[src/verilog/busPkg.sv]
`default_nettype none

package busPkg;

    typedef logic [31:0] wordT;   // Data word
    typedef logic [31:0] addrT;   // Byte address, word aligned on this bus

    // Master to slave, held by the master until ack
    typedef struct packed {
        logic cyc;
        logic stb;
        logic we;
        addrT adr;
        wordT dat;   // Write data
    } wbReqT;

    // Slave to master
    typedef struct packed {
        logic ack;
        wordT dat;   // Read data, valid with ack
    } wbRspT;

endpackage

`default_nettype wire

[src/verilog/busArbiter.sv]
`timescale 1ns/1ps
`default_nettype none

module busArbiter
    import busPkg::*;
(
    input  logic  CLK,
    input  logic  rstN,
    input  wbReqT hostReq,
    input  wbReqT coreReq,
    output wbRspT hostRsp,
    output wbRspT coreRsp,
    output wbReqT memReq,
    input  wbRspT memRsp
);

    typedef enum logic [1:0] {NONE, HOST, CORE} ownerT;

    ownerT owner;
    logic  grantHost, grantCore;

    // Idle bus grants straight from live requests, host first
    assign grantHost = (owner == HOST) || (owner == NONE && hostReq.cyc);
    assign grantCore = (owner == CORE) || (owner == NONE && !hostReq.cyc && coreReq.cyc);

    always_ff @(posedge CLK or negedge rstN) begin
        if (!rstN) begin
            owner <= NONE;
        end else begin
            case (owner)
                NONE: begin
                    if (hostReq.cyc) owner <= HOST;
                    else if (coreReq.cyc) owner <= CORE;
                end
                HOST: if (!hostReq.cyc) owner <= NONE;
                CORE: if (!coreReq.cyc) owner <= NONE;
                default: owner <= NONE;
            endcase
        end
    end

    assign memReq = grantHost ? hostReq : (grantCore ? coreReq : '0);

    // Only the owner sees ack
    assign hostRsp = '{ack: memRsp.ack && grantHost, dat: memRsp.dat};
    assign coreRsp = '{ack: memRsp.ack && grantCore, dat: memRsp.dat};

endmodule

`default_nettype wire

[config.mk]
export PLATFORM = sky130hd
export DESIGN_NAME = busArbiter
export DESIGN_NICKNAME = d
export VERILOG_FILES = /design/src/verilog/busPkg.sv /design/src/verilog/busArbiter.sv
export SDC_FILE = /design/constraint.sdc
export NUM_CORES = 1
export LEC_CHECK = 0
export BUFFER_PORTS_ARGS = -buffer_cell sky130_fd_sc_hd__clkbuf_2
export CAP_MARGIN = 20
export CORE_AREA = 2 2 116 118
export CTS_CLUSTER_SIZE = 10
export DETAILED_ROUTE_END_ITERATION = 8
export DIE_AREA = 0 0 118 120
export GPL_TIMING_DRIVEN = 0
export PLACE_DENSITY = 0.41
export SETUP_SLACK_MARGIN = 0.15
export SLEW_MARGIN = 20
export SYNTH_ARGS = -nofsm -noshare
export SYNTH_HDL_FRONTEND = slang
export SYNTH_SLANG_ARGS = --single-unit
[constraint.sdc]
create_clock -name CLK -period 1.78 [get_ports CLK]
set_input_delay 0.356 -clock CLK [delete_from_list [all_inputs] [get_ports CLK]]
set_output_delay 0.356 -clock CLK [all_outputs]
set_load 0.01 [all_outputs]
Word-level counts from Yosys, hierarchy flattened
Cells that the tools add are included.
{"block": "totals", "regBits": 2, "output_inout_bits": 133, "elab_cells": 23, "in_bits": 169}
{"block": "op_classes", "n_eq_ne": 5, "n_reduce_logical": 10, "mux": 7}
{"op": "two-way mux 67 bit", "n": 2}
{"op": "two-way mux 2 bit", "n": 4}
{"op": "one-hot mux 2 bit (3 select lines)", "n": 1}
{"op": "logical AND 1 bit", "n": 5}
{"op": "!= test 2 bit (second input constant)", "n": 2}
{"op": "!= test 3 bit (second input constant)", "n": 1}
{"op": "AND reduction 3 bit", "n": 1}
{"op": "equality test 2 x 1 -> 1 bit (second input constant)", "n": 1}
{"op": "equality test 2 bit (second input constant)", "n": 1}
{"op": "zero test 2 bit", "n": 1}
{"op": "logical OR 1 bit", "n": 2}
{"op": "zero test 1 bit", "n": 1}

Depth between registers and ports, before layout
Gate-level depths: netlist of the first run.
{"block": "depth", "ltp_word": 6, "ltp_mapped": 5, "depth_no_buf": 3}

Least setup slack after synthesis of the first run
OpenSTA, ideal clock, no wires.
{"block": "synth_path", "path_kind": "input to output", "from": "input port hostReq[66] (netlist name)", "to": "output port memReq[35] (netlist name)", "cell_stages": 5, "required_time_ns": 1.424, "path_slack_ns": 0.294, "path_buffers": 2, "arrival_time_ns": 1.130, "path_cell_list": "nand2b_1 -> a21oi_2 -> buf_6 -> buf_6 -> a22o_1"}
{"element": "start: declaration", "line": "busArbiter.sv:9", "rtl": "input wbReqT hostReq,"}
{"element": "end: declaration", "line": "busArbiter.sv:13", "rtl": "output wbReqT memReq,"}

==> flow_summary_export.csv, run 1 <==
group,metric,value,unit
pwr,p_seq_share,3.8,%
clock_tree,htree_levels,1,
layout,nNetsFinal,610,
pwr,p_leak,2.01,nW
clock_tree,numCtsBuffers,3,
routing,drt-pass1-iter-count,4,
timing,setup_slack,-0.0330,ns
worst_setup_path,worst_r2r_path_depth,2,
routing,via_per_inst,3.60,
worst_hold_path,worstHoldPathType,"input port to register",
grt,antenna_found_initial,0,
placed_design,gp_congestion,0.727,
placed_design,place_inst,602,
routing,via_count,2215,
floorplanning,die_w,118,µm
floorplanning,core_area,13000,µm²
worst_setup_path,startpoint_type,"register",
clock_tree,cts_root_buf,"clkbuf_16",
placed_design,port_buffers,269,
layout,final_common_cell,"clkbuf_2",
pwr,ir_drop,219,µV
clock_tree,cts_tree,"yes",
routing,wl_per_cell,11.0,µm
floorplanning,io_pins,302,
placed_design,placed_area,2830,µm²
pwr,pwr-share-comb,72.3,%
layout,top_regs,"owner x2",
worst_setup_path,endpoint_kind,"primary output",
placed_design,place_hpwl,5970,µm
yosys,ys_warn_count,0,
layout,design_area,3190,µm²
timing,hold_violations,0,
pwr,p_per_area,438,nW/µm²
routing,routed_wl,6750,µm
floorplanning,die-area,14200,µm²
floorplanning,die_y,120,µm
floorplanning,start_util,9.76,%
timing,fin_crit,1.81,ns
timing,finalCritPeriodShare,102,%
routing,drt_iter0_markers,31,
grt,grt_overflow_total,0,
layout,syn2layout_area_growth,152,%
routing,drc,0,
pwr,power,0.00140,W
clock_tree,clock_latency,0.22,ns
layout,fin_cells,615,
timing,slew-limit-headroom,87.3,%
timing,fin_skew,0.000712,ns
timing,rsz0062_at_grt,"true",
grt,grt_use_total,8.31,%
timing,tightest_slew,0.191,ns
pwr,power.internal,0.000919,W
worst_setup_path,crit_required,1.42,ns
worst_hold_path,min_path_cells,3,
layout,fillers,1440,
layout,n_antenna_cell,0,
job,maxCapViolCount,0,
routing,drtAntennaViolNets,0,
grt,grt_pass1_wl,9920,µm
grt,grt_pass1_vias,2090,
yosys,syn_area,1270,µm²
yosys,syn_inst,157,
timing,setup_viol,30,
worst_setup_path,crit_type,"register to primary output",
outcome,violations,"setup timing",
yosys,ys_types,14,
clock_tree,cts.sinks,2,
pwr,p_sw,0.000479,W
clock_tree,cts.reportedPaths.clkPinSlew,0.03,ns
outcome,run_status,"finished, violations left",
yosys,synth_seq_area_share,3.95,%
worst_setup_path,critPathArrivalTime,1.46,ns
timing,drv_slew,0,
grt,grt_max_degree,11,
pwr,p_clk_share,23.9,%
layout,layout-drive-gt1-share,83.4,%
timing,final.setup.tns,-0.355,ns
layout,top_register,"owner",
yosys,avgSynthCellArea,8.07,µm²
worst_setup_path,crit_fanout,7,
yosys,synth_nets,326,
pwr,switching_share,34.2,%
floorplanning,rows,42,
layout,largest_reg_flops,2,
clock_tree,clk_path_buf_depth,2,
yosys,ys_ff_latch,2,
layout,layout_common_cells,"clkbuf_2 (214), buf_4 (67), a22o_1 (66)",
timing,fmax,552,MHz
## synthesized netlist by cell type
library cell / instances / area share (%)
a21oi_2: 1 / 0.69
a22o_1: 66 / 46
and2_1: 2 / 0.99
buf_1: 2 / 0.59
buf_2: 6 / 2.4
buf_4: 65 / 39
buf_6: 4 / 3.6
clkbuf_1: 1 / 0.30
dfrtp_1: 2 / 4.0
inv_1: 1 / 0.30
nand2b_1: 3 / 1.5
nor2_1: 2 / 0.59
nor2_2: 1 / 0.49
nor2b_1: 1 / 0.49
## through the flow
step                worst slack, ns  utilization [%]  hold WS (ns)
floorplan                     0.294                -        0.0604
global placement             -0.156             21.8         0.143
detailed placement           -0.191             21.8         0.147
CTS                          -0.115             23.8         0.402
global route                 -0.100             24.6         0.455
finish                      -0.0330             24.6         0.428
## cell type report
| cell class | count | area [µm²] | area share (%) |
|---|---|---|---|
| repair buffers | 279 | 1530 | 47.7 |
| multi-input cells | 76 | 663 | 20.8 |
| plain buffers | 78 | 656 | 20.5 |
| well taps | 176 | 220 | 6.89 |
| clock buffers | 3 | 75.1 | 2.35 |
| flip-flops and latches | 2 | 51.3 | 1.61 |
| inverters | 1 | 3.75 | 0.118 |
## power by group through the flow
stage / clock (W) / combinational (W) / sequential [W]
6_report: 0.000334 / 0.00101 / 0.0000534
5_1_grt: 0.000343 / 0.00109 / 0.0000539
4_1_cts: 0.000339 / 0.000986 / 0.0000532
3_5_place_dp: 0 / 0.000913 / 0.0000521
3_3_place_gp: 0 / 0.000915 / 0.0000517
2_1_floorplan: 0 / 0.000488 / 0.0000514
## layer usage
layer,vias to the layer above,global-route usage (%),share of wire [%]
met1,980,9.30,36
met4,0,1.13,0.15
li1,1092,-,-
met2,141,16.8,55
met5,-,0,0
met3,2,1.14,8.2
## worst paths after layout
path,start,endpoint,slack (ns)
max in group asynchronous,rstN,owner[1]$_DFFE_PN0P_,1.19
worst min register to register,owner[1]$_DFFE_PN0P_,owner[0]$_DFFE_PN0P_,0.52
worst max-delay path,owner[0]$_DFFE_PN0P_,memReq[2],-0.03
worst max register to register,owner[1]$_DFFE_PN0P_,owner[1]$_DFFE_PN0P_,0.98
min in group asynchronous,rstN,owner[1]$_DFFE_PN0P_,0.48
worst min-delay path,coreReq[66],owner[1]$_DFFE_PN0P_,0.43
## critical path, cell delays in order, from the launching register on
cell and delay, ns:
dfrtp_1 0.41, nor2_2 0.15, nor2_4 0.07, buf_8 0.15, buf_6 0.12, a22o_1 0.20, buf_2 0.14
## cell families (layout without fill, tap and decap cells)
logic type	Yosys count	after routing	synth area share [%]
AO/OA/AOI/OAI	67	67	46.3
buffers and inverters	79	361	45.7
flip-flops	2	2	3.95
AND/OR/NAND/NOR	9	9	4.05
## what timing repair did
action                                  4_1_cts  5_1_grt
endpoints found under the setup margin       68       68
resized for setup                            29       67
hold endpoints to repair                      2        0
buffers inserted                              5        0
pin swaps                                    26       15
hold buffers                                  1        0
cloned                                        2        2
(Power assumes the default switching activity.)
==> inputs of run 2 (changes only) <==
--- a/config.mk
+++ b/config.mk
@@ -12,7 +12,6 @@
 export DETAILED_ROUTE_END_ITERATION = 8
 export DIE_AREA = 0 0 118 120
 export GPL_TIMING_DRIVEN = 0
-export PLACE_DENSITY = 0.41
 export SETUP_SLACK_MARGIN = 0.15
 export SLEW_MARGIN = 20
 export SYNTH_ARGS = -nofsm -noshare
==> flow_summary_export.csv, run 2 (same netlist as run 1, synthesis figures left out) <==
group,metric,value,unit
pwr,ir_drop,573,µV
clock_tree,htree_levels,1,
placed_design,gp_congestion,0.758,
worst_setup_path,crit_fanout,10,
outcome,run_status,"finished, violations left",
clock_tree,cts_tree,"yes",
placed_design,place_hpwl,6150,µm
routing,drtAntennaViolNets,0,
timing,fin_crit,1.87,ns
floorplanning,die-area,14200,µm²
routing,routed_wl,7040,µm
clock_tree,cts.sinks,2,
worst_setup_path,endpoint,"memReq[37]",
floorplanning,io_pins,302,
worst_setup_path,critPathArrivalTime,1.51,ns
timing,fmax,536,MHz
timing,finalCritPeriodShare,105,%
layout,layout_common_cells,"clkbuf_2 (232), buf_4 (71), a22o_1 (66)",
floorplanning,rows,42,
timing,rsz0062_at_grt,"true",
placed_design,port_buffers,269,
timing,fin_skew,0.00291,ns
timing,final.setup.tns,-2.54,ns
grt,antenna_found_initial,0,
worst_setup_path,endpoint_kind,"primary output",
timing,drv_slew,0,
routing,drt_iter0_markers,52,
layout,syn2layout_area_growth,148,%
grt,grt_pass1_vias,2021,
timing,tightest_slew,0.210,ns
worst_hold_path,worstHoldPathType,"input port to register",
grt,grt_overflow_total,0,
routing,via_per_inst,3.51,
floorplanning,die_w,118,µm
outcome,violations,"setup timing",
clock_tree,cts_root_buf,"clkbuf_16",
job,maxCapViolCount,0,
routing,wl_per_cell,11.4,µm
worst_setup_path,r2r_slack,0.95,ns
timing,setup_viol,64,
worst_setup_path,startpoint_type,"register",
timing,slew-limit-headroom,86.0,%
routing,drc,0,
pwr,p_per_area,443,nW/µm²
layout,top_register,"owner",
layout,largest_reg_flops,2,
grt,grt_use_total,8.90,%
clock_tree,clock_latency,0.22,ns
layout,n_antenna_cell,0,
timing,setup_slack,-0.0867,ns
floorplanning,core_area,13000,µm²
worst_setup_path,crit_required,1.42,ns
floorplanning,start_util,9.76,%
routing,via_count,2171,
clock_tree,clk_path_buf_depth,2,
worst_setup_path,reg2reg_from,"owner[0]$_DFFE_PN0P_",
worst_setup_path,regToRegEndpoint,"owner[1]$_DFFE_PN0P_",
timing,hold_violations,0,
worst_setup_path,crit_type,"register to primary output",
routing,drt-pass1-iter-count,3,
grt,grt_pass1_wl,10400,µm
clock_tree,numCtsBuffers,3,
clock_tree,cts.reportedPaths.clkPinSlew,0.03,ns
floorplanning,die_y,120,µm
grt,grt_max_degree,11,
worst_setup_path,crit_start,"owner[0]$_DFFE_PN0P_",
layout,final_common_cell,"clkbuf_2",
layout,layout-drive-gt1-share,83.3,%
layout,top_regs,"owner x2",
worst_setup_path,worst_r2r_path_depth,3,
layout,final_core_util,24.2,%
layout,nNetsFinal,613,
pwr,p_leak,1.99,nW
run 2: cell types whose count changed in the layout (fill, tap and decap cells not counted), moves of 2 or more:
cell / before / now
clkbuf_8: 0 / 3
buf_4: 67 / 71
buf_8: 8 / 0
buf_6: 7 / 19
clkbuf_16: 5 / 3
buf_12: 2 / 0
clkbuf_2: 214 / 232
clkbuf_4: 2 / 0
buf_2: 53 / 34
run 2: area by class of cell:
class                           instances  area (µm²)
Fill cell                            1447        9840
Timing Repair Buffer                  282        1510
Multi-Input combinational cell         76         658
Buffer                                 78         621
Tap cell                              176         220
Clock buffer                            3        75.1
Sequential cell                         2        50.0
Inverter                                1        3.75
run 2: worst min path at each step:
stage / startpoint / end / slack [ns] / cells past startpoint
floorplan: rstN / owner[0]$_DFFE_PN0P_ / 0.06 / 0
global placement: rstN / owner[1]$_DFFE_PN0P_ / 0.14 / 1
detailed placement: rstN / owner[0]$_DFFE_PN0P_ / 0.15 / 1
CTS: coreReq[66] / owner[1]$_DFFE_PN0P_ / 0.40 / 3
global route: coreReq[66] / owner[1]$_DFFE_PN0P_ / 0.43 / 3
finish: coreReq[66] / owner[1]$_DFFE_PN0P_ / 0.40 / 3
run 2: through the flow:
stage          total power (W)  std cells  worst slack [ns]  hold WS, ns  cell area (µm²)
2_1_floorplan         0.000540        157             0.294       0.0604             1270
3_3_place_gp          0.000968        602            -0.243        0.145             2830
3_5_place_dp          0.000967        602            -0.239        0.146             2830
4_1_cts                0.00139        617            -0.111        0.400             3090
5_1_grt                0.00148        618            -0.180        0.426             3140
6_report               0.00139        618           -0.0867        0.402             3140
run 2: what timing repair did:
action                                  in CTS  in global routing
resized for setup                           32                 44
setup buffers                                7                  1
hold buffers                                 1                  0
hold endpoints to repair                     2                  0
endpoints found under the setup margin      68                 68
pin swaps                                   34                  9
cloned                                       4                  0
run 2: critical path, cell delays in order, from the launching register on:
cell,delay (ns)
dfrtp_1,0.39
buf_6,0.13
a21oi_4,0.16
buf_6,0.17
buf_6,0.14
a22o_1,0.14
clkbuf_2,0.14
run 2: power by group:
group | total (W) | switching [W] | internal, W
logic | 0.000995 | 0.000431 | 0.000564
registers | 0.0000523 | 0.00000350 | 0.0000488
clock network | 0.000344 | 0.0000575 | 0.000286
total | 0.00139 | 0.000492 | 0.000899
run 2: routing by layer:
metal	vias up	share of wire, %	wire (µm)	global-route usage [%]
met2	110	54	3780	16.5
met4	0	0.21	15	1.05
li1	1096	-	-	-
met3	2	8.2	575	2.42
met1	963	38	2670	10.5
met5	-	0	0	0
==> inputs of run 3 (changes only) <==
--- a/config.mk
+++ b/config.mk
@@ -7,10 +7,10 @@
 export LEC_CHECK = 0
 export BUFFER_PORTS_ARGS = -buffer_cell sky130_fd_sc_hd__clkbuf_2
 export CAP_MARGIN = 20
-export CORE_AREA = 2 2 116 118
+export CORE_AREA = 2 2 118 120
 export CTS_CLUSTER_SIZE = 10
 export DETAILED_ROUTE_END_ITERATION = 8
-export DIE_AREA = 0 0 118 120
+export DIE_AREA = 0 0 120 122
 export GPL_TIMING_DRIVEN = 0
 export SETUP_SLACK_MARGIN = 0.15
 export SLEW_MARGIN = 20
==> constraint.sdc (replaced) <==
create_clock -name CLK -period 2.3 [get_ports CLK]
set_input_delay 0.46 -clock CLK [delete_from_list [all_inputs] [get_ports CLK]]
set_output_delay 0.46 -clock CLK [all_outputs]
set_load 0.01 [all_outputs]
==> flow_summary_export.csv, run 3 (same netlist as run 1, synthesis figures left out) <==
group,metric,value,unit
layout,largest_reg_flops,2,
clock_tree,cts_hold_buffers,0,
layout,layout-drive-gt1-share,82.4,%
worst_setup_path,startpoint_type,"register",
placed_design,place_hpwl,6200,µm
worst_setup_path,crit_chain,"inv_1 > a21oi_4 > buf_8 > buf_6 > a22o_1 > clkbuf_2",
layout,final_common_cell,"clkbuf_2",
pwr,p_leak,1.92,nW
clock_tree,htree_levels,1,
floorplanning,io_pins,302,
placed_design,placed_area,2840,µm²
worst_setup_path,cp_slowest_cell,"dfrtp_1",
clock_tree,cts_root_buf,"clkbuf_16",
placed_design,port_buffers,269,
grt,grt_pass1_wl,9540,µm
worst_setup_path,crit_family,"buffers and inverters",
layout,seq_area,50.0,µm²
worst_setup_path,critPathArrivalTime,1.61,ns
clock_tree,cts.reportedPaths.clkPinSlew,0.03,ns
layout,fillers,1504,
grt,grt_max_degree,11,
worst_setup_path,r2r_slack,1.51,ns
routing,drt-pass1-iter-count,4,
timing,rsz0062_at_grt,"false",
timing,hold_violations,0,
pwr,p_per_area,346,nW/µm²
timing,setup_viol,0,
timing,fmax,483,MHz
clock_tree,numCtsBuffers,3,
timing,drv_slew,0,
timing,tightest_slew,0.226,ns
placed_design,gp_congestion,0.758,
routing,via_per_inst,3.50,
worst_setup_path,slowest_delay,0.40,ns
job,maxCapViolCount,0,
floorplanning,die-area,14600,µm²
grt,grt_pass1_vias,1924,
layout,nNetsFinal,604,
outcome,run_status,"finished clean",
floorplanning,die_y,122,µm
timing,fin_crit,2.07,ns
floorplanning,die_w,120,µm
layout,multi_input_area,658,µm²
routing,routed_wl,7080,µm
floorplanning,start_util,9.38,%
floorplanning,rows,43,
layout,syn2layout_area_growth,137,%
worst_setup_path,crit_buf_inv,4,
timing,finalCritPeriodShare,89.9,%
routing,drt_iter0_markers,49,
grt,grt_use_total,8.19,%
clock_tree,clock_latency,0.22,ns
layout,top_regs,"owner x2",
worst_setup_path,crit_fanout,10,
layout,design_area,3000,µm²
clock_tree,cts_tree,"yes",
routing,drtAntennaViolNets,0,
timing,final.setup.tns,0,ns
worst_setup_path,crit_required,1.84,ns
timing,slew-limit-headroom,84.9,%
clock_tree,clk_path_buf_depth,2,
layout,layout_common_cells,"clkbuf_2 (270), buf_4 (69), a22o_1 (66)",
floorplanning,core_area,13500,µm²
clock_tree,cts.sinks,2,
worst_hold_path,worstHoldPathType,"input port to async pin",
layout,n_antenna_cell,0,
routing,drc,0,
routing,via_count,2145,
pwr,ir_drop,436,µV
routing,wl_per_cell,11.5,µm
worst_setup_path,crit_type,"register to primary output",
pwr,power,0.00104,W
worst_setup_path,endpoint_kind,"primary output",
grt,antenna_found_initial,0,
grt,grt_overflow_total,0,
timing,fin_skew,0.000504,ns
layout,top_register,"owner",
==> run 3: per-stage QoR <==
stage | hold slack (ns) | instances | utilization (%) | worst slack (ns)
detailed placement | 0.249 | 606 | 21.0 | 0.0417
CTS | 0.0194 | 610 | 21.9 | 0.158
floorplan | 0.164 | 157 | - | 0.606
global route | 0.0190 | 613 | 22.2 | 0.153
finish | 0.0206 | 613 | 22.2 | 0.231
global placement | 0.248 | 606 | 21.0 | 0.0414
==> run 3: area by class of cell <==
type,count,share of cell area (%)
Timing Repair Buffer,273,46.3
Multi-Input combinational cell,76,22.0
Inverter,1,0.125
Tap cell,180,7.52
Clock buffer,3,2.51
Sequential cell,2,1.67
Buffer,78,19.9
==> run 3: power breakdown <==
| group | switching [W] | total (W) | internal [W] | leakage, nW |
|---|---|---|---|---|
| logic | 0.000334 | 0.000734 | 0.000400 | 1.86 |
| registers | 0.00000313 | 0.0000409 | 0.0000378 | 0.0253 |
| clock network | 0.0000397 | 0.000261 | 0.000221 | 0.0370 |
| total | 0.000377 | 0.00104 | 0.000659 | 1.92 |
==> run 3: path summary, 6_finish.rpt <==
check,endpoint,start,depth (start not counted)
max,memReq[45],owner[1]$_DFFE_PN0P_,6
min,owner[1]$_DFFE_PN0P_,rstN,1
max reg2reg,owner[1]$_DFFE_PN0P_,owner[1]$_DFFE_PN0P_,2
min reg2reg,owner[0]$_DFFE_PN0P_,owner[1]$_DFFE_PN0P_,1
max in group asynchronous,owner[0]$_DFFE_PN0P_,rstN,1
min in group CLK,owner[1]$_DFFE_PN0P_,coreReq[66],3
==> run 3: worst register-to-register path: stages (launching register included) <==
cell and delay [ns]:
dfrtp_1 0.41, nor2b_1 0.19, nor2_1 0.07
==> run 3: layer usage <==
metal	vias up	global-route usage (%)	part of all wire [%]
met5	-	0	0
met4	0	1.10	0
met3	0	1.73	10
met2	132	16.2	54
met1	934	9.12	36
li1	1079	-	-
==> run 3: what timing repair did <==
| item | in CTS | in global routing |
|---|---|---|
| pin swaps | 1 | 3 |
| setup buffers | 1 | 3 |
| setup endpoints to repair | 33 | 58 |
| resized for setup | 4 | 12 |
